`src/rtl/ex_pkg.sv`:
```
// execute stage package
// operation codes, data width and fall-through increments used by every
// block of the stage

package ex_pkg;

  ////////////////////////////////////////
  // widths
  ////////////////////////////////////////

  // data and address width of the core
  parameter int unsigned XLEN = 32;

  // width of the operation field coming from decode
  parameter int unsigned ALU_OP_W = 4;

  ////////////////////////////////////////
  // operation codes
  ////////////////////////////////////////

  // the first seven codes produce a register result
  // the last six are branch compares and only drive the compare flag
  typedef enum logic [ALU_OP_W-1:0] {
    ALU_ADD  = 4'h0,
    ALU_SUB  = 4'h1,
    ALU_AND  = 4'h2,
    ALU_OR   = 4'h3,
    ALU_XOR  = 4'h4,
    ALU_SLT  = 4'h5,
    ALU_SLTU = 4'h6,
    ALU_BEQ  = 4'h8,
    ALU_BNE  = 4'h9,
    ALU_BLT  = 4'hA,
    ALU_BGE  = 4'hB,
    ALU_BLTU = 4'hC,
    ALU_BGEU = 4'hD
  } alu_op_e;

  ////////////////////////////////////////
  // pc increments
  ////////////////////////////////////////

  // fall-through step for a compressed instruction
  parameter logic [XLEN-1:0] PC_INC_C = 32'd2;
  // fall-through step for a full width instruction
  parameter logic [XLEN-1:0] PC_INC_U = 32'd4;

endpackage

```
`src/rtl/ex_alu.sv`:
```
// execute stage ALU
// add, subtract, logic and set-less-than on the held operands, plus the
// compare flag for the six branch conditions

`timescale 1ns/1ps

module ex_alu
  import ex_pkg::*;
(
  input  logic            clk,
  input  logic            reset_i,
  input  alu_op_e         op_i,
  input  logic [XLEN-1:0] op_a_i,
  input  logic [XLEN-1:0] op_b_i,
  input  logic            valid_i,
  output logic [XLEN-1:0] result_o,
  output logic            cmp_o
);

  ////////////////////////////////////////
  // shared adder and compare terms
  ////////////////////////////////////////

  logic [XLEN-1:0] sum;
  logic [XLEN:0]   diff;
  logic            equal;
  logic            less_u;
  logic            less_s;
  logic            is_branch_op;

  assign sum = op_a_i + op_b_i;

  // one extra bit on the subtraction so the top bit is the unsigned borrow
  assign diff = {1'b0, op_a_i} - {1'b0, op_b_i};

  assign equal  = (op_a_i == op_b_i);
  assign less_u = diff[XLEN];

  // when the signs differ the negative operand is the smaller one
  // otherwise the sign of the difference decides
  assign less_s = (op_a_i[XLEN-1] != op_b_i[XLEN-1]) ? op_a_i[XLEN-1] : diff[XLEN-1];

  assign is_branch_op = op_i inside {ALU_BEQ, ALU_BNE, ALU_BLT, ALU_BGE, ALU_BLTU, ALU_BGEU};

  ////////////////////////////////////////
  // register result
  ////////////////////////////////////////

  always_comb begin
    case (op_i)
      ALU_ADD:  result_o = sum;
      ALU_SUB:  result_o = diff[XLEN-1:0];
      ALU_AND:  result_o = op_a_i & op_b_i;
      ALU_OR:   result_o = op_a_i | op_b_i;
      ALU_XOR:  result_o = op_a_i ^ op_b_i;
      ALU_SLT:  result_o = {{(XLEN-1){1'b0}}, less_s};
      ALU_SLTU: result_o = {{(XLEN-1){1'b0}}, less_u};
      // branch compares leave the result at zero
      default:  result_o = '0;
    endcase
  end

  ////////////////////////////////////////
  // branch compare flag
  ////////////////////////////////////////

  always_comb begin
    case (op_i)
      ALU_BEQ:  cmp_o = equal;
      ALU_BNE:  cmp_o = !equal;
      ALU_BLT:  cmp_o = less_s;
      ALU_BGE:  cmp_o = !less_s;
      ALU_BLTU: cmp_o = less_u;
      ALU_BGEU: cmp_o = !less_u;
      // non-branch operations never report a taken condition
      default:  cmp_o = 1'b0;
    endcase
  end

  ////////////////////////////////////////
  // assertions
  ////////////////////////////////////////

  // a held branch must never hand a nonzero value toward writeback
  // since the pipe control passes the ALU result through unchanged
  a_branch_zero_result :
    assert property (@(posedge clk) disable iff (reset_i)
                     (valid_i && is_branch_op) |-> (result_o == '0))
      else $error("ex_alu: branch op produced a nonzero result");

endmodule

```
`src/rtl/ex_branch_unit.sv`:
```
// execute stage branch unit
// computes the branch target and the redirect decision, and inserts the
// fixed bubble count for branches under data-independent timing

`timescale 1ns/1ps

module ex_branch_unit
  import ex_pkg::*;
#(
  parameter int unsigned DIT_BUBBLES = 2
) (
  input  logic            clk,
  input  logic            reset_i,
  input  logic            valid_i,
  input  logic            branch_i,
  input  logic            dit_i,
  input  logic            compressed_i,
  input  logic [XLEN-1:0] pc_i,
  input  logic [XLEN-1:0] imm_i,
  input  logic            cmp_i,
  input  logic            advance_i,
  output logic            wait_o,
  output logic            redirect_o,
  output logic [XLEN-1:0] target_o
);

  // wide enough to hold the bubble count itself
  localparam int unsigned CNT_W = $clog2(DIT_BUBBLES + 1);

  logic             dit_branch;
  logic             started_q;
  logic [CNT_W-1:0] cnt_q;
  logic [CNT_W-1:0] owed;
  logic [XLEN-1:0]  fall_through;

  ////////////////////////////////////////
  // bubble counter
  ////////////////////////////////////////

  assign dit_branch = valid_i && branch_i && dit_i;

  // in the first held cycle the full count is owed, afterwards the counter holds it
  assign owed = started_q ? cnt_q : CNT_W'(DIT_BUBBLES);

  assign wait_o = dit_branch && (owed != '0);

  // the counter restarts whenever the held slot is empty, flushed or leaving
  always_ff @(posedge clk) begin
    if (reset_i) begin
      started_q <= 1'b0;
      cnt_q     <= '0;
    end else if (!valid_i || advance_i) begin
      started_q <= 1'b0;
      cnt_q     <= '0;
    end else if (dit_branch) begin
      started_q <= 1'b1;
      if (owed != '0) begin
        cnt_q <= owed - 1'b1;
      end
    end
  end

  ////////////////////////////////////////
  // target and redirect
  ////////////////////////////////////////

  assign fall_through = pc_i + (compressed_i ? PC_INC_C : PC_INC_U);

  // taken branches go to pc plus immediate, untaken dit branches to the next instruction
  assign target_o = cmp_i ? (pc_i + imm_i) : fall_through;

  // under dit every branch redirects so the fetch pattern does not depend on the data
  assign redirect_o = valid_i && branch_i && (cmp_i || dit_i);

  ////////////////////////////////////////
  // assertions
  ////////////////////////////////////////

  // a freshly held dit branch stays stalled for exactly the bubble count
  a_dit_bubbles :
    assert property (@(posedge clk) disable iff (reset_i || !valid_i)
                     (dit_branch && !started_q)
                     |-> (wait_o && !advance_i) [*DIT_BUBBLES] ##1 !wait_o)
      else $error("ex_branch_unit: dit branch bubble count mismatch");

  // an untaken dit branch still redirects, and it must land on the next instruction
  a_dit_untaken_target :
    assert property (@(posedge clk) disable iff (reset_i)
                     (redirect_o && dit_i && !cmp_i)
                     |-> (target_o == pc_i + (compressed_i ? PC_INC_C : PC_INC_U)))
      else $error("ex_branch_unit: untaken dit target is not the fall-through");

  // the pipe control must hold the instruction while bubbles are owed
  a_no_advance_in_wait :
    assert property (@(posedge clk) disable iff (reset_i)
                     advance_i |-> !wait_o)
      else $error("ex_branch_unit: advance while bubbles are still owed");

endmodule

```
`src/rtl/ex_pipe_ctrl.sv`:
```
// execute stage pipeline control
// owns the decode-to-execute and execute-to-writeback registers, applies
// halt, kill and writeback back-pressure, and builds the writeback record

`timescale 1ns/1ps

module ex_pipe_ctrl
  import ex_pkg::*;
(
  input  logic            clk,
  input  logic            reset_i,
  // decode side
  input  logic            in_valid_i,
  input  alu_op_e         in_op_i,
  input  logic [XLEN-1:0] in_op_a_i,
  input  logic [XLEN-1:0] in_op_b_i,
  input  logic [XLEN-1:0] in_pc_i,
  input  logic [XLEN-1:0] in_imm_i,
  input  logic            in_branch_i,
  input  logic            in_compressed_i,
  input  logic            in_rf_we_i,
  input  logic            in_csr_en_i,
  input  logic            in_xif_en_i,
  input  logic            in_lsu_en_i,
  input  logic            in_lsu_split_i,
  output logic            ex_ready_o,
  // control levels
  input  logic            halt_i,
  input  logic            kill_i,
  input  logic            dit_en_i,
  input  logic            csr_illegal_i,
  // results from the ALU and branch unit
  input  logic [XLEN-1:0] alu_result_i,
  input  logic            br_wait_i,
  input  logic            br_redirect_i,
  input  logic [XLEN-1:0] br_target_i,
  // held instruction toward the ALU and branch unit
  output logic            valid_o,
  output alu_op_e         op_o,
  output logic [XLEN-1:0] op_a_o,
  output logic [XLEN-1:0] op_b_o,
  output logic [XLEN-1:0] pc_o,
  output logic [XLEN-1:0] imm_o,
  output logic            branch_o,
  output logic            compressed_o,
  output logic            dit_o,
  output logic            advance_o,
  // writeback slot
  input  logic            wb_ready_i,
  output logic            wb_valid_o,
  output logic [XLEN-1:0] wb_result_o,
  output logic            wb_rf_we_o,
  output logic            wb_csr_en_o,
  // pc redirect
  output logic            pc_set_o,
  output logic [XLEN-1:0] branch_target_o
);

  logic held_q;
  logic rf_we_q;
  logic csr_en_q;
  logic xif_en_q;
  logic lsu_en_q;
  logic lsu_split_q;
  logic accept;
  logic ex_valid;
  logic rf_we_merged;
  logic csr_en_merged;
  logic wb_valid_q;
  logic wb_rf_we_q;
  logic wb_csr_en_q;

  ////////////////////////////////////////
  // handshake
  ////////////////////////////////////////

  // the held instruction may leave only when nothing blocks it
  assign ex_valid  = held_q && !halt_i && !kill_i && !br_wait_i;
  assign advance_o = ex_valid && wb_ready_i;

  // kill always frees the slot, halt blocks refilling an empty one
  assign ex_ready_o = kill_i || (!held_q && !halt_i) || advance_o;
  assign accept     = in_valid_i && ex_ready_o;

  ////////////////////////////////////////
  // decode to execute register
  ////////////////////////////////////////

  always_ff @(posedge clk) begin
    if (reset_i) begin
      held_q <= 1'b0;
    end else if (accept) begin
      held_q <= 1'b1;
    end else if (kill_i || advance_o) begin
      held_q <= 1'b0;
    end
  end

  // the payload only changes on acceptance
  always_ff @(posedge clk) begin
    if (accept) begin
      op_o         <= in_op_i;
      op_a_o       <= in_op_a_i;
      op_b_o       <= in_op_b_i;
      pc_o         <= in_pc_i;
      imm_o        <= in_imm_i;
      branch_o     <= in_branch_i;
      compressed_o <= in_compressed_i;
      dit_o        <= dit_en_i;
      rf_we_q      <= in_rf_we_i;
      csr_en_q     <= in_csr_en_i;
      xif_en_q     <= in_xif_en_i;
      lsu_en_q     <= in_lsu_en_i;
      lsu_split_q  <= in_lsu_split_i;
    end
  end

  // a flushed instruction is hidden from the ALU and branch unit at once
  assign valid_o = held_q && !kill_i;

  ////////////////////////////////////////
  // result merge
  ////////////////////////////////////////

  // branches and the first half of a split load/store write no register
  assign rf_we_merged = rf_we_q && !branch_o && !(lsu_en_q && lsu_split_q);

  // the CSR write belongs to the extension interface or is dropped when illegal
  assign csr_en_merged = csr_en_q && !xif_en_q && !csr_illegal_i;

  // the redirect fires only in the cycle the branch leaves the stage
  assign pc_set_o        = advance_o && br_redirect_i;
  assign branch_target_o = br_target_i;

  ////////////////////////////////////////
  // execute to writeback register
  ////////////////////////////////////////

  // the slot is replaced or emptied only while writeback takes the old record
  always_ff @(posedge clk) begin
    if (reset_i) begin
      wb_valid_q <= 1'b0;
    end else if (wb_ready_i) begin
      wb_valid_q <= ex_valid;
    end
  end

  always_ff @(posedge clk) begin
    if (advance_o) begin
      wb_result_o <= alu_result_i;
      wb_rf_we_q  <= rf_we_merged;
      wb_csr_en_q <= csr_en_merged;
    end
  end

  assign wb_valid_o  = wb_valid_q;
  // write enables are qualified so an empty slot never reports a write
  assign wb_rf_we_o  = wb_valid_q && wb_rf_we_q;
  assign wb_csr_en_o = wb_valid_q && wb_csr_en_q;

  ////////////////////////////////////////
  // assertions
  ////////////////////////////////////////

  // halt alone freezes the stage in both directions
  a_halt :
    assert property (@(posedge clk) disable iff (reset_i)
                     (halt_i && !kill_i) |-> (!ex_ready_o && !ex_valid))
      else $error("ex_pipe_ctrl: halt must give not ready and not valid");

  // kill flushes the held instruction and frees the slot
  a_kill :
    assert property (@(posedge clk) disable iff (reset_i)
                     kill_i |-> (ex_ready_o && !ex_valid))
      else $error("ex_pipe_ctrl: kill must give ready and not valid");

endmodule

```
`src/rtl/ex_stage.sv`:
```
// execute stage top level
// connects the ALU, the branch unit and the pipeline control, and sets the
// bubble count used under data-independent timing

`timescale 1ns/1ps

module ex_stage
  import ex_pkg::*;
#(
  parameter int unsigned DIT_BUBBLES = 2
) (
  input  logic            clk,
  input  logic            reset_i,
  // decode handshake and instruction fields
  input  logic            in_valid_i,
  input  alu_op_e         in_op_i,
  input  logic [XLEN-1:0] in_op_a_i,
  input  logic [XLEN-1:0] in_op_b_i,
  input  logic [XLEN-1:0] in_pc_i,
  input  logic [XLEN-1:0] in_imm_i,
  input  logic            in_branch_i,
  input  logic            in_compressed_i,
  input  logic            in_rf_we_i,
  input  logic            in_csr_en_i,
  input  logic            in_xif_en_i,
  input  logic            in_lsu_en_i,
  input  logic            in_lsu_split_i,
  output logic            ex_ready_o,
  // control levels
  input  logic            halt_i,
  input  logic            kill_i,
  input  logic            dit_en_i,
  input  logic            csr_illegal_i,
  // writeback slot
  input  logic            wb_ready_i,
  output logic            wb_valid_o,
  output logic [XLEN-1:0] wb_result_o,
  output logic            wb_rf_we_o,
  output logic            wb_csr_en_o,
  // pc redirect
  output logic            pc_set_o,
  output logic [XLEN-1:0] branch_target_o
);

  // held instruction fanned out to the ALU and branch unit
  logic            held_valid;
  alu_op_e         held_op;
  logic [XLEN-1:0] held_op_a;
  logic [XLEN-1:0] held_op_b;
  logic [XLEN-1:0] held_pc;
  logic [XLEN-1:0] held_imm;
  logic            held_branch;
  logic            held_compressed;
  logic            held_dit;
  logic            ex_advance;

  // results returned to the pipeline control
  logic [XLEN-1:0] alu_result;
  logic            alu_cmp;
  logic            br_wait;
  logic            br_redirect;
  logic [XLEN-1:0] br_target;

  ex_alu i_ex_alu (
    .clk      (clk),
    .reset_i  (reset_i),
    .op_i     (held_op),
    .op_a_i   (held_op_a),
    .op_b_i   (held_op_b),
    .valid_i  (held_valid),
    .result_o (alu_result),
    .cmp_o    (alu_cmp)
  );

  ex_branch_unit #(
    .DIT_BUBBLES (DIT_BUBBLES)
  ) i_ex_branch_unit (
    .clk          (clk),
    .reset_i      (reset_i),
    .valid_i      (held_valid),
    .branch_i     (held_branch),
    .dit_i        (held_dit),
    .compressed_i (held_compressed),
    .pc_i         (held_pc),
    .imm_i        (held_imm),
    .cmp_i        (alu_cmp),
    .advance_i    (ex_advance),
    .wait_o       (br_wait),
    .redirect_o   (br_redirect),
    .target_o     (br_target)
  );

  ex_pipe_ctrl i_ex_pipe_ctrl (
    .clk             (clk),
    .reset_i         (reset_i),
    .in_valid_i      (in_valid_i),
    .in_op_i         (in_op_i),
    .in_op_a_i       (in_op_a_i),
    .in_op_b_i       (in_op_b_i),
    .in_pc_i         (in_pc_i),
    .in_imm_i        (in_imm_i),
    .in_branch_i     (in_branch_i),
    .in_compressed_i (in_compressed_i),
    .in_rf_we_i      (in_rf_we_i),
    .in_csr_en_i     (in_csr_en_i),
    .in_xif_en_i     (in_xif_en_i),
    .in_lsu_en_i     (in_lsu_en_i),
    .in_lsu_split_i  (in_lsu_split_i),
    .ex_ready_o      (ex_ready_o),
    .halt_i          (halt_i),
    .kill_i          (kill_i),
    .dit_en_i        (dit_en_i),
    .csr_illegal_i   (csr_illegal_i),
    .alu_result_i    (alu_result),
    .br_wait_i       (br_wait),
    .br_redirect_i   (br_redirect),
    .br_target_i     (br_target),
    .valid_o         (held_valid),
    .op_o            (held_op),
    .op_a_o          (held_op_a),
    .op_b_o          (held_op_b),
    .pc_o            (held_pc),
    .imm_o           (held_imm),
    .branch_o        (held_branch),
    .compressed_o    (held_compressed),
    .dit_o           (held_dit),
    .advance_o       (ex_advance),
    .wb_ready_i      (wb_ready_i),
    .wb_valid_o      (wb_valid_o),
    .wb_result_o     (wb_result_o),
    .wb_rf_we_o      (wb_rf_we_o),
    .wb_csr_en_o     (wb_csr_en_o),
    .pc_set_o        (pc_set_o),
    .branch_target_o (branch_target_o)
  );

endmodule

```
`config.mk`:
```
export PLATFORM = sky130hd
export DESIGN_NAME = ex_stage
export DESIGN_NICKNAME = d
export VERILOG_FILES = /design/src/rtl/ex_pkg.sv /design/src/rtl/ex_alu.sv /design/src/rtl/ex_branch_unit.sv /design/src/rtl/ex_pipe_ctrl.sv /design/src/rtl/ex_stage.sv
export SDC_FILE = /design/constraint.sdc
export NUM_CORES = 1
export LEC_CHECK = 0
export BUFFER_PORTS_ARGS = -buffer_cell sky130_fd_sc_hd__buf_2
export CAP_MARGIN = 20
export CELL_PAD_IN_SITES_DETAIL_PLACEMENT = 2
export CELL_PAD_IN_SITES_GLOBAL_PLACEMENT = 2
export CORE_AREA = 3 3 205 187
export DETAILED_ROUTE_END_ITERATION = 6
export DIE_AREA = 0 0 208 190
export PLACE_DENSITY = 0.89
export SETUP_SLACK_MARGIN = 0.1
export SLEW_MARGIN = 20
export SYNTH_ARGS = -nofsm -noshare
export SYNTH_HDL_FRONTEND = slang
export SYNTH_HIERARCHICAL = 1
export SYNTH_SLANG_ARGS = --single-unit
```
`constraint.sdc`:
```
create_clock -name clk -period 11.9 [get_ports clk]
set_input_delay 0.595 -clock clk [delete_from_list [all_inputs] [get_ports clk]]
set_output_delay 0.595 -clock clk [all_outputs]
set_load 0.01 [all_outputs]
```
Word level (Yosys, flattened, before mapping)
Index checks and enable logic that the tools add are counted.
Widths: inputs -> output; s select.

cells by class
  bitwise gates (word level) = 3
  reductions and logical operators = 41
  multiplexer cells = 8
  equality and inequality tests = 14
  add/sub/neg operators = 5

operator list
  cell                 number
  $pmux 32 s7          1
  $add 32x32->32       3
  $sub 32x32->33       1
  $and 32x32->32       1
  $eq 32x32->1         1
  $mux 32              1
  $or 32x32->32        1
  $xor 32x32->32       1
  $eq 4x4->1 const B   6
  $logic_and 1x1->1    19
  $eq 4x3->1 const B   3
  $logic_not 1->1      12
  $eq 4x2->1 const B   2
  $pmux 1 s6           1
  $logic_or 1x1->1     5
  $eq 4x1->1 const B   1
  $logic_not 4->1      1
  $reduce_bool 2->1    2
  $mux 1               3
  $mux 3               1
  $mux 2               1
  $reduce_and 2->1     1
  $reduce_or 2->1      1
  $sub 2x1->2 const B  1
  $ne 1x1->1           1

word-level totals
  register bits after elaboration = 179
  input port bits = 147
  logic and storage cells = 91
  output and inout bits = 69

Longest topological paths before layout
Gate-level depths: netlist (run 1).

  depth after elaboration = 11
  depth in mapped cells = 28
  depth with buffers taken out = 25

Hierarchy
The synthesis (run 1) kept the hierarchy.

by module, submodules not included
  module          seq. area each (sq um)  area each (sq um)  cells an instance  times used
  ex_pipe_ctrl    5265.0                  5640.4             226                1
  ex_alu          0.0                     5281.3             805                1
  ex_branch_unit  60.1                    2140.8             306                1

Worst setup path after synthesis (run 1)
Ideal clock, no wire load.

  path type = input to register
  start = input kill_i
  end = register i_ex_pipe_ctrl.branch_o (enable)
  required time = 11.214 ns
  data arrival time = 7.707 ns
  buffers on the path = 0
  library setup time = 0.686 ns
  path slack = 3.508 ns
  stages on the path = 5
  cell sequence = nor2b_4 nand2_1 nor3b_1 nand2b_4 a21oi_1

on the way
  longest elaborated chain between the ends = 10
  elaborated cells between the ends (all ways) = 12
  those cells by class = reduce/logical (12)

RTL lines
  what                             line                  source
  from (decl)                      ex_stage.sv:31        input logic kill_i,
  $logic_not 1->1                  ex_pipe_ctrl.sv:119   assign valid_o = held_q && !kill_i;
  $logic_and 1x1->1                ex_pipe_ctrl.sv:119
  $logic_and 1x1->1 (2 in series)  ex_branch_unit.sv:40  assign dit_branch = valid_i && branch_i && dit_i;
  $logic_and 1x1->1                ex_branch_unit.sv:45  assign wait_o = dit_branch && (owed != '0);
  net br_wait                      ex_stage.sv:60        logic br_wait;
  $logic_not 1->1                  ex_pipe_ctrl.sv:78    assign ex_valid = held_q && !halt_i && !kill_i && !br_wait_i;
  $logic_and 1x1->1                ex_pipe_ctrl.sv:78
  $logic_and 1x1->1                ex_pipe_ctrl.sv:79    assign advance_o = ex_valid && wb_ready_i;
  $logic_or 1x1->1                 ex_pipe_ctrl.sv:82    assign ex_ready_o = kill_i || (!held_q && !halt_i) || advance_o;
  $logic_and 1x1->1                ex_pipe_ctrl.sv:83    assign accept = in_valid_i && ex_ready_o;
  net i_ex_pipe_ctrl.accept        ex_pipe_ctrl.sv:65    logic accept;
  to (signal assigned)             ex_pipe_ctrl.sv:107   branch_o <= in_branch_i;
  to (decl)                        ex_pipe_ctrl.sv:44    output logic branch_o,

The timed path passes the listed nets, and every way through them passes these cells.
A chain may end at the register's enable or synchronous reset.

Worst setup path in the final report (run 1)
  start = register i_ex_pipe_ctrl.op_a_o[1]
  end = output branch_target_o[22]

on the way
  longest elaborated chain between the ends = 5
  elaborated cells between the ends (all ways) = 8
  those cells by class = add/sub (1); eq/ne (1); mux (3); reduce/logical (3)

RTL lines
  what                    line                  source
  from (decl)             ex_pipe_ctrl.sv:40    output logic [XLEN-1:0] op_a_o,
  from (signal assigned)  ex_pipe_ctrl.sv:103   op_a_o <= in_op_a_i;
  $sub 32x32->33          ex_alu.sv:34          assign diff = {1'b0, op_a_i} - {1'b0, op_b_i};
  $mux 1                  ex_alu.sv:41          assign less_s = (op_a_i[XLEN-1] != op_b_i[XLEN-1]) ? op_a_i[XLEN-1] : diff[XLEN-1];
  $logic_not 1->1         ex_alu.sv:72          ALU_BGE: cmp_o = !less_s;
  $pmux 1 s6 *            ex_alu.sv:68          case (op_i)
  net alu_cmp             ex_stage.sv:59        logic alu_cmp;
  $mux 32 *               ex_branch_unit.sv:70  assign target_o = cmp_i ? (pc_i + imm_i) : fall_through;
  to (decl)               ex_stage.sv:42        output logic [XLEN-1:0] branch_target_o

Mark *: on every way through the listed nets, which the timed path passes. The rest lies on a longest branch.

==> results of run 1 <==
flip-flops by register name, summed over array words and instances (netlist names), 2 cells and up:
name / flops
i_ex_pipe_ctrl/op_o: 4
i_ex_pipe_ctrl/imm_o: 32
i_ex_pipe_ctrl/op_b_o: 32
i_ex_pipe_ctrl/op_a_o: 32
i_ex_pipe_ctrl/pc_o: 32
i_ex_pipe_ctrl/wb_result_o: 32
i_ex_branch_unit/cnt_q: 2
power groups by stage:
stage	combinational [mW]	sequential [mW]	clock [mW]
5_1_grt	0.508	0.754	0.621
3_3_place_gp	0.430	0.762	0
4_1_cts	0.459	0.751	0.600
2_1_floorplan	0.323	0.764	0
3_5_place_dp	0.454	0.765	0
6_report	0.462	0.750	0.581
per-layer routing:
layer,wire length (um),vias up,GRT usage
li1,-,5221,-
met4,1190,6,0.0783
met5,33,-,0
met2,23300,294,0.408
met1,20200,5734,0.295
met3,2190,69,0.0467
path summary, 6_finish.rpt:
path,startpoint,end,slack [ns]
setup / recovery,i_ex_pipe_ctrl/op_a_o[1]$_DFFE_PP_,branch_target_o[22],3.60
hold / removal,in_imm_i[15],i_ex_pipe_ctrl/imm_o[15]$_DFFE_PP_,0.28
setup reg to reg,i_ex_pipe_ctrl/op_a_o[1]$_DFFE_PP_,i_ex_pipe_ctrl/wb_result_o[31]$_DFFE_PP_,7.46
hold reg to reg,i_ex_branch_unit/cnt_q[1]$_SDFFE_PP0P_,i_ex_branch_unit/cnt_q[1]$_SDFFE_PP0P_,0.53
cells in the final DEF (no fill, tap or decap), types with 5 or more instances in the layout:
cell type | Yosys | routed
sky130_fd_sc_hd__buf_2 | 12 | 215
sky130_fd_sc_hd__edfxtp_1 | 174 | 174
sky130_fd_sc_hd__ha_1 | 139 | 139
sky130_fd_sc_hd__a21oi_1 | 129 | 128
sky130_fd_sc_hd__nor2_1 | 106 | 106
sky130_fd_sc_hd__inv_1 | 104 | 104
sky130_fd_sc_hd__nand2_1 | 74 | 74
sky130_fd_sc_hd__o21ai_0 | 48 | 48
sky130_fd_sc_hd__and2_1 | 39 | 39
sky130_fd_sc_hd__nand3_1 | 32 | 31
sky130_fd_sc_hd__a21o_1 | 29 | 29
sky130_fd_sc_hd__nor3_1 | 26 | 24
sky130_fd_sc_hd__o211ai_1 | 22 | 22
sky130_fd_sc_hd__o21bai_1 | 19 | 19
sky130_fd_sc_hd__xnor2_1 | 19 | 19
sky130_fd_sc_hd__clkbuf_16 | 0 | 17
sky130_fd_sc_hd__xor2_1 | 17 | 17
sky130_fd_sc_hd__a211oi_1 | 16 | 16
sky130_fd_sc_hd__o21ai_1 | 15 | 15
sky130_fd_sc_hd__nand2b_1 | 14 | 14
sky130_fd_sc_hd__a31oi_1 | 13 | 13
sky130_fd_sc_hd__a221oi_1 | 13 | 13
sky130_fd_sc_hd__o22ai_1 | 12 | 12
sky130_fd_sc_hd__buf_4 | 36 | 11
sky130_fd_sc_hd__o31ai_1 | 10 | 10
sky130_fd_sc_hd__nor2b_1 | 9 | 9
sky130_fd_sc_hd__nand4_1 | 9 | 9
sky130_fd_sc_hd__o221ai_1 | 9 | 9
sky130_fd_sc_hd__or3_1 | 8 | 8
sky130_fd_sc_hd__nor4_1 | 9 | 8
sky130_fd_sc_hd__a22oi_1 | 7 | 7
sky130_fd_sc_hd__a221o_1 | 7 | 7
sky130_fd_sc_hd__diode_2 | 0 | 6
sky130_fd_sc_hd__o21a_1 | 6 | 6
sky130_fd_sc_hd__inv_6 | 0 | 5
sky130_fd_sc_hd__or2_2 | 5 | 5
sky130_fd_sc_hd__o211a_1 | 5 | 5
sky130_fd_sc_hd__nor3b_1 | 5 | 5
sky130_fd_sc_hd__dfxtp_1 | 5 | 5
cells by family (layout without fill, tap and decap cells):
family | count (synthesis) | count (layout) | share of synthesized area
AOI/OAI and AO/OA | 421 | 421 | 0.220
xor gates and xnor gates | 36 | 36 | 0.0241
adders and majority gates | 143 | 143 | 0.139
buffers and inverters | 197 | 367 | 0.0694
DFF | 179 | 179 | 0.408
muxes | 3 | 3 | 0.00239
other | 0 | 6 | 0
and+or+nand+nor | 358 | 358 | 0.137
per-stage QoR:
stage	cell area [um2]	cells	setup WS, ns	utilization	hold slack [ns]
2_1_floorplan	13100	1337	3.51	-	0.472
3_3_place_gp	14400	1951	4.63	0.397	0.483
3_5_place_dp	14400	1951	4.23	0.397	0.514
4_1_cts	15000	1983	3.57	0.414	0.251
5_1_grt	15000	1987	3.09	0.414	0.256
6_report	15000	1989	3.60	0.414	0.280
area by class of cell:
cell class	instances	area, um2
well taps	476	596
fillers	3963	21200
repair buffers	227	1170
clock inverters	14	156
inverters	108	407
diodes	6	15.0
clock buffers	18	429
flip-flops and latches	179	5330
multi-input cells	961	6880
==> results.md, run 1 <==
- Global routing finished with a remaining overflow of 0.
- The number of ports placed on the die boundary is 216.
- The TritonCTS clock tree is done.
- The flow ran to the end, and the final reports show no timing, DRC or antenna violations.
- The power per standard cell area is 120 nW/um2.
- The final count of pins violating max slew is 0.
- The overall global routing resource usage is 0.235.
- The worst setup path is launched from a flip-flop.
- STA classifies the critical path endpoint as an output port.
- Internal power comes to 1.20 mW.
- The vertical die dimension is 190 um.
- Compared with the post-synthesis result, the final layout area differs by 14.7%.
- The number of endpoints with negative hold slack in the final report is 0.
- At the end of the flow, the number of nets in the layout was 1,784.
- The maximum clock skew at final layout is 0.0200 ns.
- The share of total power dissipated in the clock network is 0.324.
- In the final timing run, aggregate negative setup slack is 0 ns.
- The number of global-route vias before repair came to 12,400.
- The count of max-cap constraint violations is 0.
- The switching share of total power is 0.333.
- The share of the cycle needed by the critical path after routing is 0.697.
- The die width is 208 um.
- The clock passes through at most 2 buffers.
- Of the post-synthesis cell area, the dominant cell type holds 0.400.
- The count of buffers from port buffering is 215.
- Counting instances, the worst hold path has a depth of 1.
- For this block, the via count after detailed routing is 11,300.
- The minimum clock period after layout is 8.30 ns.
- The prevailing post-synth register cell is sky130_fd_sc_hd__edfxtp_1.
- The ratio of cells with drive above 1 in the final layout is 0.197.
- The cell seen most often among critical-path stages is sky130_fd_sc_hd__a21oi_1.
- The violation count after the first detailed-route iteration is 633.
- For this run, asynchronously set or reset flops after synthesis account for 0.
- After detailed routing, the number of remaining DRC violations is 0.
- Yosys instantiated no cell more often than sky130_fd_sc_hd__edfxtp_1.
- The post-synthesis average cell area is 9.77 um2.
- The number of CTS-inserted buffers is 17.
- The clock transition time at the flip-flop clock pins of the worst setup and hold paths is 0.08 ns.
- Using the TritonRoute via totals, the vias-per-cell ratio works out to 5.69.
- The timing-limited maximum frequency is 121 MHz.
- The final layout contains routed wiring with a total length of 46.9 mm.
- The overall power is 1.79 mW.
- The core region is 36,200 um2.
- The first TritonRoute pass finished after 5 iterations.
- The data arrival at the endpoint of the critical path is 7.70 ns.
- The average wire per cell in the routed design is 23.6 um.
- After clock tree synthesis, the repair step resized 0 gates.
- The post-CTS repair timing setup buffer count is 0.
- The highest-delay cell along the critical path is sky130_fd_sc_hd__nor3_1.
- The clock net sink count is 179.
- The later pin in the worst-skew pair is clocked with a latency of 0.48 ns.
- The number of cells on the worst reg-to-reg path is 14.
- Of the total power, combinational logic draws 0.258.
- Setup repair after global routing left no endpoint under its margin.
- The number of hold buffers added after CTS was 0.
- Synthesis produced a netlist with a net count of 1,627.
- The number of rows in the core area is 66.
- The commonest cells after synthesis are sky130_fd_sc_hd__edfxtp_1 (174), sky130_fd_sc_hd__ha_1 (139), sky130_fd_sc_hd__a21oi_1 (129).
- The root buffer cell is sky130_fd_sc_hd__clkbuf_16.
- The pin slew with the least headroom to its limit is 0.863 ns.
- The delay of the slowest cell on the worst path is 0.55 ns.
- In this run the number of H-tree levels came out at 4.
- Data on the critical path is required at its endpoint by 11.31 ns.
- The synthesized design spends more area on one cell type than any other, namely sky130_fd_sc_hd__edfxtp_1.
- The congestion estimate from routability-driven global placement came to 0.869.
- The first global-routing pass estimated 72.8 mm of wire.
- Entering global routing, the biggest net connects 83 pins.
- The die covers 39,500 um2.
- The half-perimeter wire length after placement is 35.5 mm.
- The tightest min-delay check is of the input port to flip-flop type.
- The number of nets with antenna violations after routing is 0.
- The count of flip-flops with a built-in enable after synthesis is 174.
- In this run the number of cells on the critical path is 26.
- The critical path contains buffers and inverters numbering 3 combined.
- For this design the static power due to leakage is 6.41 nW.
- Of the total power, registers draw 0.418.
- Summed over all nets, the switching power comes to 0.598 mW.
- The kind of cell with the highest combined delay along the critical path is compound AO/OA/AOI/OAI gates.
- Of the synthesized area, sequential elements account for 0.408.
- The post-synthesis instance area is 13,100 um2.
- The worst pin sits at a relative slew slack of 0.420.
- By startpoint and endpoint, the worst setup path is classified as flip-flop to output port.
- The number of instances in the synthesized netlist is 1,337.
- Counting flops and latches in the post-synthesis netlist gives 179.
- Setup violations remaining at the end of the flow were counted as 0.
- The worst vdd rail ir drop is 0.0787 mV.
- The number of distinct library cells after synthesis is 94.
- By area the synthesized netlist is led by sky130_fd_sc_hd__edfxtp_1 (40%), sky130_fd_sc_hd__ha_1 (13%), sky130_fd_sc_hd__a21oi_1 (4.9%).
- Of all nets on the critical path, the largest fanout is 33.
- For this configuration, the core starts out at a cell density of 0.361.
- The number of antenna violations at the first check in global routing is 9.
- For this run, the number of Yosys warnings is 6.
No activity file was read; power rests on OpenSTA's default activity.
==> run 2: changes to the inputs <==
==> constraint.sdc (replaced) <==
create_clock -name clk -period 8.6 [get_ports clk]
set_input_delay 0.43 -clock clk [delete_from_list [all_inputs] [get_ports clk]]
set_output_delay 0.43 -clock clk [all_outputs]
set_load 0.01 [all_outputs]
==> run 2 against run 1 <==
  * Power rose by 38%
  * Register-to-register slack got worse by 3.3 ns
  * Setup slack got worse by 3.0 ns
  * Via count rose by 0.48%
  * Cell count did not move
  * First-iteration DRC count rose by 24%
  * Largest cell class unchanged
  * Combinational power rose by 40%
  * Hold slack got worse by 0.15 ns
  * Clock power rose by 36%
  * Die area did not move
  * Global-route usage barely moved
==> results.md, run 2 (synthesis gave the netlist of run 1 again) <==
- The pre-antenna-repair detailed-routing pass consisted of 5 iterations.
- The floorplan has 66 rows.
- The final count of pins violating max slew is 0.
- The path type of the worst min-delay path is input port to flip-flop.
- The pin slew with the least headroom to its limit is 1.03 ns.
- Of the cells placed in the final design, the portion with a size suffix greater than 1 is 0.196.
- The total detailed-routing wirelength is 47.4 mm.
- Buffers inserted during clock tree synthesis total 17.
- The half-perimeter wire length after placement is 34.9 mm.
- The type of origin of the critical path is a flip-flop.
- The overall global routing resource usage is 0.235.
- Setup repair after global routing left no endpoint under its margin.
- The number of nets with antenna violations after routing is 0.
- The endpoint class of the critical path is an output port.
- The number of global-route vias before repair is 12,400.
- The congestion estimate from routability-driven global placement came to 0.907.
- Summed over all layers, the global routing overflow is 0.
- The die is 190 um tall.
- The minimum clock period after layout is 8.01 ns.
- Of the available clock period, the critical path in the final layout requires 0.931.
- Input and output buffers added on the ports amount to 215.
- The switching share of total power is 0.331.
- Along the worst path, the maximum fanout reaches 22.
- The tool flagged a number of max-cap violations equal to 0.
- The largest individual stage delay along the critical path comes from the cell sky130_fd_sc_hd__o32ai_4.
- The violation count after the first detailed-route iteration is 782.
- Pin placement for this block handled 216 I/O pins.
- The detailed-route via count is 11,400.
- Timing would allow up to 125 MHz.
- The worst vdd rail ir drop is 0.123 mV.
- In this run the tightest slew margin relative to its limit is 0.309.
- The TritonCTS clock tree is done.
- Once the clock tree was built, the setup fixing pass inserted 0 buffers.
- The buffer levels on the longest clock path is 2.
- The mean number of vias per cell is 5.72.
- Of the total power, the clock network draws 0.319.
- The post-route core utilization is 0.414.
- After detailed routing, the number of remaining DRC violations is 0.
- The number of failing setup endpoints in the final timing report is 0.
- The switching power summed over all nets is 0.819 mW.
- The clock insertion delay at the later pin of the skew report is 0.47 ns.
- Summing internal, switching and leakage power gives 2.47 mW.
- Clock-pin slew was measured on the worst setup and hold paths at 0.08 ns.
- The largest net degree at the start of global routing is 82.
- The die covers 39,500 um2.
- The cell seen most often among critical-path stages is sky130_fd_sc_hd__a21oi_1.
- The maximum clock skew at final layout is 0.0129 ns.
- The reported leakage power is 6.40 nW.
- The floorplan step set the die width to 208 um.
- The number of endpoints with negative hold slack in the final report is 0.
- By startpoint and endpoint, the worst setup path is classified as flip-flop to output port.
- The sum of negative setup slack is 0 ns.
- In this run the number of H-tree levels came out at 4.
- The initial standard-cell utilization of the core is 0.361.
- The area of the core is 36,200 um2.
- Leaving out fill and tap cells, the most frequent cell in the layout is sky130_fd_sc_hd__buf_2.
- The flow ran to the end, and the final reports show no timing, DRC or antenna violations.
- The data arrival at the endpoint of the critical path is 7.58 ns.
- The count of nets after finishing is 1,783.
- The top cell types in the final layout, fill and taps aside, are sky130_fd_sc_hd__buf_2 (215), sky130_fd_sc_hd__edfxtp_1 (174), sky130_fd_sc_hd__ha_1 (139).
- From synthesis to final layout, the design area changed by 14.6%.
- Of the total power, combinational logic draws 0.261.
- In this run the clock root is driven by a sky130_fd_sc_hd__clkbuf_16.
- Dividing the detail-routed wire length by the instance count gives 23.8 um.
- For this design the ratio of total power to cell area is 165 nW/um2.
- The number of antenna violations at the first check in global routing is 11.
- The largest single stage delay on the critical path is 0.53 ns.
- The share of total power dissipated in sequential elements is 0.420.
- For this design, the sink count on the clock tree is 179.
- Internal power comes to 1.65 mW.
- The worst endpoint required time is 8.17 ns.
- The first-pass GRT wire length is 73.3 mm.
-- run 2: power groups by stage --
stage / clock, mW / sequential (mW) / combinational, mW
after floorplan: 0 / 1.06 / 0.447
after global placement: 0 / 1.06 / 0.598
after detailed placement: 0 / 1.06 / 0.629
after CTS: 0.811 / 1.04 / 0.640
after global routing: 0.845 / 1.04 / 0.706
final: 0.788 / 1.04 / 0.645
-- run 2: worst max-delay path, delay by kind of cell, from the launching register on --
kind,cells,cell delay [ns]
adder cells (fa/ha/maj),3,1.21
AND/OR/NAND/NOR,4,0.91
XOR/XNOR,2,0.32
flip-flops,1,0.43
AO/OA/AOI/OAI,13,3.48
buffers and inverters,4,0.75
-- run 2: routing by layer --
layer | routed length [um] | vias up | track usage
li1 | - | 5211 | -
met1 | 20800 | 5787 | 0.304
met4 | 1040 | 8 | 0.0762
met2 | 23200 | 306 | 0.396
met5 | 35 | - | 0
met3 | 2290 | 66 | 0.0488
-- run 2: layout make-up --
cell class,instances,area (um2)
Multi-Input combinational cell,961,6890
Sequential cell,179,5330
Timing Repair Buffer,226,1160
Clock inverter,10,87.6
Fill cell,3977,21200
Inverter,108,407
Antenna cell,7,17.5
Clock buffer,22,487
Tap cell,476,596
-- run 2: repair_timing --
action                     4_1_cts  5_1_grt
setup endpoints to repair        0        2
hold buffers                     0        0
gates resized for setup          0        1
-- run 2: worst paths after layout --
check                           cells after the start                                  endpoint  slack, ns                                   start
worst min register to register                      2    i_ex_branch_unit/cnt_q[1]$_SDFFE_PP0P_       0.54  i_ex_branch_unit/cnt_q[1]$_SDFFE_PP0P_
worst min-delay path                                1         i_ex_pipe_ctrl/pc_o[18]$_DFFE_PP_       0.13                             in_pc_i[18]
worst max-delay path                               26                       branch_target_o[31]       0.59     i_ex_pipe_ctrl/op_a_o[10]$_DFFE_PP_
worst max register to register                     13  i_ex_pipe_ctrl/wb_result_o[31]$_DFFE_PP_       4.21     i_ex_pipe_ctrl/op_a_o[19]$_DFFE_PP_
-- run 2: per-stage QoR --
step / cell area (um2) / setup slack, ns / std cells / hold slack [ns]
finish: 15000 / 0.591 / 1989 / 0.128
global route: 15000 / 0.0566 / 1988 / 0.101
CTS: 14900 / 0.613 / 1982 / 0.105
detailed placement: 14400 / 1.22 / 1950 / 0.534
global placement: 14400 / 1.67 / 1950 / 0.484
floorplan: 13100 / 0.304 / 1337 / 0.472
==> run 3: changes to the inputs <==
--- a/config.mk
+++ b/config.mk
@@ -9,13 +9,12 @@
 export CAP_MARGIN = 20
 export CELL_PAD_IN_SITES_DETAIL_PLACEMENT = 2
 export CELL_PAD_IN_SITES_GLOBAL_PLACEMENT = 2
-export CORE_AREA = 3 3 205 187
+export CORE_AREA = 3 3 197 180
 export DETAILED_ROUTE_END_ITERATION = 6
-export DIE_AREA = 0 0 208 190
+export DIE_AREA = 0 0 200 183
 export PLACE_DENSITY = 0.89
 export SETUP_SLACK_MARGIN = 0.1
 export SLEW_MARGIN = 20
 export SYNTH_ARGS = -nofsm -noshare
 export SYNTH_HDL_FRONTEND = slang
-export SYNTH_HIERARCHICAL = 1
 export SYNTH_SLANG_ARGS = --single-unit
==> run 3 against run 2 <==
  * Power down 2.3%
  * Synthesized cell count down 9.2%
  * Clock power up 2.8%
  * Non-clock buffer count down 2
  * Count of clock-buffer cells in the layout down 5
==> results.md, run 3 <==
- The maximum clock skew at final layout is 0.0170 ns.
- The yosys synthesis warning count is 0.
- The post-placement setup slack is 0.695 ns.
- After detailed routing, the number of remaining DRC violations is 0.
- The filler cells instantiated in the layout total 3,670.
- The layout overhead on the synthesized area is 18.6%.
- TritonCTS built the clock tree.
- The pin slew with the least headroom to its limit is 0.996 ns.
- The final standard cell count with taps included and fillers excluded is 1,889.
- Setup repair after global routing left no endpoint under its margin.
- The synthesized netlist occupies a cell area of 12,000 um2.
- The average instance in the mapped netlist occupies 9.91 um2.
- The ratio of cells with drive above 1 in the final layout is 0.205.
- The number of placed instances, taps included, is 1,850.
- Along the worst hold path, the cell count comes to 1.
- 216 I/O pins were placed.
- The worst register-to-register path ends at i_ex_pipe_ctrl.wb_result_o[31]$_DFFE_PP_.
- The H-tree was split into 4 levels.
- The final count of pins violating max slew came to 0.
- The violation count after the first detailed-route iteration is 568.
- The count of max-cap constraint violations is 0.
- The root buffer cell is sky130_fd_sc_hd__clkbuf_16.
- The finished cells cover 14,300 um2.
- For this run, the leading register cell type out of synthesis is sky130_fd_sc_hd__edfxtp_1.
- The endpoint class of the critical path is an output port.
- The launch point of the worst hold path is in_pc_i[21].
- The average wire per cell in the routed design is 22.5 um.
- The largest total area in the synthesized netlist belongs to sky130_fd_sc_hd__edfxtp_1.
- The number of cells on the worst reg-to-reg path is 16.
- The vertical die dimension is 183 um.
- The overall power is 2.42 mW.
- The proportion of synthesized flip-flops having asynchronous set or reset is 0.
- The number of CTS-inserted buffers is 17.
- The worst vdd rail ir drop is 0.155 mV.
- The timing-limited maximum frequency is 125 MHz.
- The setup slack of the critical path after layout is 0.626 ns.
- For the worst setup path, the data arrival time is 7.54 ns.
- The clock insertion delay at the later pin of the skew report is 0.48 ns.
- The count of buffers from port buffering is 215.
- After floorplanning, the core was divided into 64 placement rows.
- The share of total power dissipated in the clock network is 0.335.
- The synthesized netlist contains 76 unique library cells.
- Across every metal layer, demand over resource in global routing totals 0.230.
- The instance area after placement is 13,600 um2.
- The worst hold path terminates at i_ex_pipe_ctrl.pc_o[21]$_DFFE_PP_.
- Summed over all nets, the switching power comes to 0.802 mW.
- The power per standard cell area is 170 nW/um2.
- The final weighted congestion in routability-driven placement is 0.911.
- Together, buffers and inverters on the worst path number 3.
- The share of power burned in combinational logic is 0.236.
- The minimum clock period after layout is 7.97 ns.
- For this configuration, the core starts out at a cell density of 0.357.
- Of the total power, registers draw 0.429.
- The total detailed-routing wirelength is 42.6 mm.
- The clock transition time at the flip-flop clock pins of the worst setup and hold paths is 0.09 ns.
- The floorplan step set the die width to 200 um.
- The final layout contains 1,687 nets.
- In the layout the commonest cells are sky130_fd_sc_hd__buf_2 (215), sky130_fd_sc_hd__edfxtp_1 (174), sky130_fd_sc_hd__ha_1 (124).
- The path type of the worst min-delay path is input port to flip-flop.
- Once detail routing completed, the nets flagged for antenna violations numbered 0.
- The critical path is of the flip-flop to output port type.
- The commonest non-fill, non-tap cell in the layout is sky130_fd_sc_hd__buf_2.
- The remaining global-route overflow is 0.
- The number of global-route vias before repair came to 11,500.
- Data on the critical path is required at its endpoint by 8.17 ns.
- By area the synthesized netlist is led by sky130_fd_sc_hd__edfxtp_1 (43%), sky130_fd_sc_hd__ha_1 (13%), sky130_fd_sc_hd__a21oi_1 (4.1%).
- The delay of the slowest cell on the worst path is 0.44 ns.
- The number of antenna violations at the first check in global routing is 8.
- The worst max-slew margin expressed relative to the limit is 0.328.
- The sum of negative setup slack is 0 ns.
- The startpoint of the most critical register-to-register path is i_ex_pipe_ctrl.op_b_o[7]$_DFFE_PP_.
- The kind of cell with the highest combined delay along the critical path is compound AO/OA/AOI/OAI gates.
- Of the total power, the share spent switching nets is 0.332.
- The die covers 36,600 um2.
- The count of flip-flops with a built-in enable after synthesis is 174.
- The number of nets in the synthesized netlist is 1,493.
- The run finished with clean final reports.
- Along the worst path, the maximum fanout reaches 19.
- The area share of the largest cell type after synthesis is 0.435.
- The type of origin of the critical path is a flip-flop.
- The number of failing setup endpoints in the final timing report is 0.
- The number of endpoints with negative hold slack in the final report is 0.
- Across all layers, the routed design uses 10,300 vias.
- For this run, the register share of the synthesized area comes to 0.443.
- Yosys instantiated no cell more often than sky130_fd_sc_hd__edfxtp_1.
- The clock passes through at most 2 buffers.
- The cell seen most often among critical-path stages is sky130_fd_sc_hd__a31oi_1.
- The first detailed-routing pass took 5 iterations.
- The first global-routing pass estimated 65.1 mm of wire.
- The clock net sink count is 179.
- The core region is 33,700 um2.
- The highest-delay cell along the critical path is sky130_fd_sc_hd__ha_2.
- Counting instances in the post-synthesis netlist gives the leading cell types as sky130_fd_sc_hd__edfxtp_1 (174), sky130_fd_sc_hd__ha_1 (128), sky130_fd_sc_hd__nor2_1 (121).
- For this design the static power due to leakage is 6.08 nW.
- The total internal power is 1.62 mW.
- The mean number of vias per cell is 5.47.
- The half-perimeter wire length after placement is 31.3 mm.
- In the finished design, the share of the clock period the worst path needs comes to 0.927.
- In this run, synthesis produced a sequential element count of 179.
- The worst setup slack for register-to-register paths is 4.31 ns.
- The largest net degree at the start of global routing is 89.
- The number of instances in the synthesized netlist is 1,214.
==> run 3: cells by family after synthesis <==
group,after synthesis,synth area share
buffers and inverters,154,0.0498
DFF,179,0.443
muxes,7,0.00593
and+or+nand+nor,358,0.143
xor gates and xnor gates,37,0.0269
AOI/OAI and AO/OA,347,0.192
adders and majority gates,132,0.140
==> run 3: worst max path at each step <==
| stage | endpoint | startpoint | slack [ns] | cells past startpoint |
|---|---|---|---|---|
| final | branch_target_o[31] | i_ex_pipe_ctrl.op_b_o[7]$_DFFE_PP_ | 0.63 | 31 |
| after CTS | branch_target_o[30] | i_ex_pipe_ctrl.op_b_o[7]$_DFFE_PP_ | 0.11 | 32 |
| after floorplan | i_ex_pipe_ctrl.branch_o$_DFFE_PP_ | i_ex_branch_unit.started_q$_SDFFE_PP0P_ | 0.70 | 7 |
| after detailed placement | branch_target_o[30] | i_ex_pipe_ctrl.op_b_o[7]$_DFFE_PP_ | 0.70 | 32 |
| after global placement | branch_target_o[30] | i_ex_pipe_ctrl.op_a_o[7]$_DFFE_PP_ | 1.13 | 33 |
| after global routing | branch_target_o[31] | i_ex_pipe_ctrl.op_b_o[7]$_DFFE_PP_ | 0.10 | 30 |
==> run 3: per-stage QoR <==
step	hold WS (ns)	utilization
after CTS	0.0795	0.420
after floorplan	0.472	-
after detailed placement	0.513	0.402
final	0.121	0.423
after global placement	0.480	0.402
after global routing	0.0945	0.423
==> run 3: layer usage <==
layer / global-route usage / up-vias / part of all wire
met3: 0.0411 / 63 / 0.035
met1: 0.291 / 5226 / 0.43
met4: 0.0795 / 4 / 0.024
met5: 0 / - / 0.00080
li1: - / 4812 / -
met2: 0.395 / 225 / 0.51
==> run 3: repair_timing <==
action,4_1_cts,5_1_grt
gates resized for setup,1,14
pin swaps,0,1
endpoints found under the setup margin,3,13
hold buffers,0,0
buffers inserted,0,1
gates cloned,0,0
==> run 3: worst register-to-register path: stages, from the launching register on <==
cell,delay (ns)
sky130_fd_sc_hd__edfxtp_1,0.37
sky130_fd_sc_hd__inv_1,0.08
sky130_fd_sc_hd__ha_2,0.44
sky130_fd_sc_hd__nor2b_1,0.12
sky130_fd_sc_hd__or2_0,0.28
sky130_fd_sc_hd__a221oi_2,0.33
sky130_fd_sc_hd__a21oi_2,0.15
sky130_fd_sc_hd__o31ai_4,0.30
sky130_fd_sc_hd__o21ai_0,0.13
sky130_fd_sc_hd__a21o_1,0.21
sky130_fd_sc_hd__a21oi_1,0.15
sky130_fd_sc_hd__o21bai_1,0.09
sky130_fd_sc_hd__fa_1,0.43
sky130_fd_sc_hd__a221oi_1,0.35
sky130_fd_sc_hd__o211a_1,0.23
sky130_fd_sc_hd__a21boi_0,0.19
sky130_fd_sc_hd__o22ai_1,0.15
==> run 3: area by class of cell <==
| cell class | count | area (um2) | area share |
|---|---|---|---|
| Clock inverter | 15 | 176 | 0.0124 |
| Multi-Input combinational cell | 881 | 6180 | 0.433 |
| Clock buffer | 17 | 425 | 0.0298 |
| Tap cell | 462 | 578 | 0.0405 |
| Timing Repair Buffer | 224 | 1160 | 0.0813 |
| Sequential cell | 179 | 5330 | 0.373 |
| Inverter | 105 | 399 | 0.0280 |
| Antenna cell | 6 | 15.0 | 0.00105 |
==> run 3: power groups by stage <==
stage	registers [mW]	clock network, mW	logic [mW]
global placement	1.05	0	0.520
finish	1.04	0.810	0.570
global route	1.04	0.865	0.627
detailed placement	1.06	0	0.550
CTS	1.04	0.838	0.558
floorplan	1.05	0	0.354
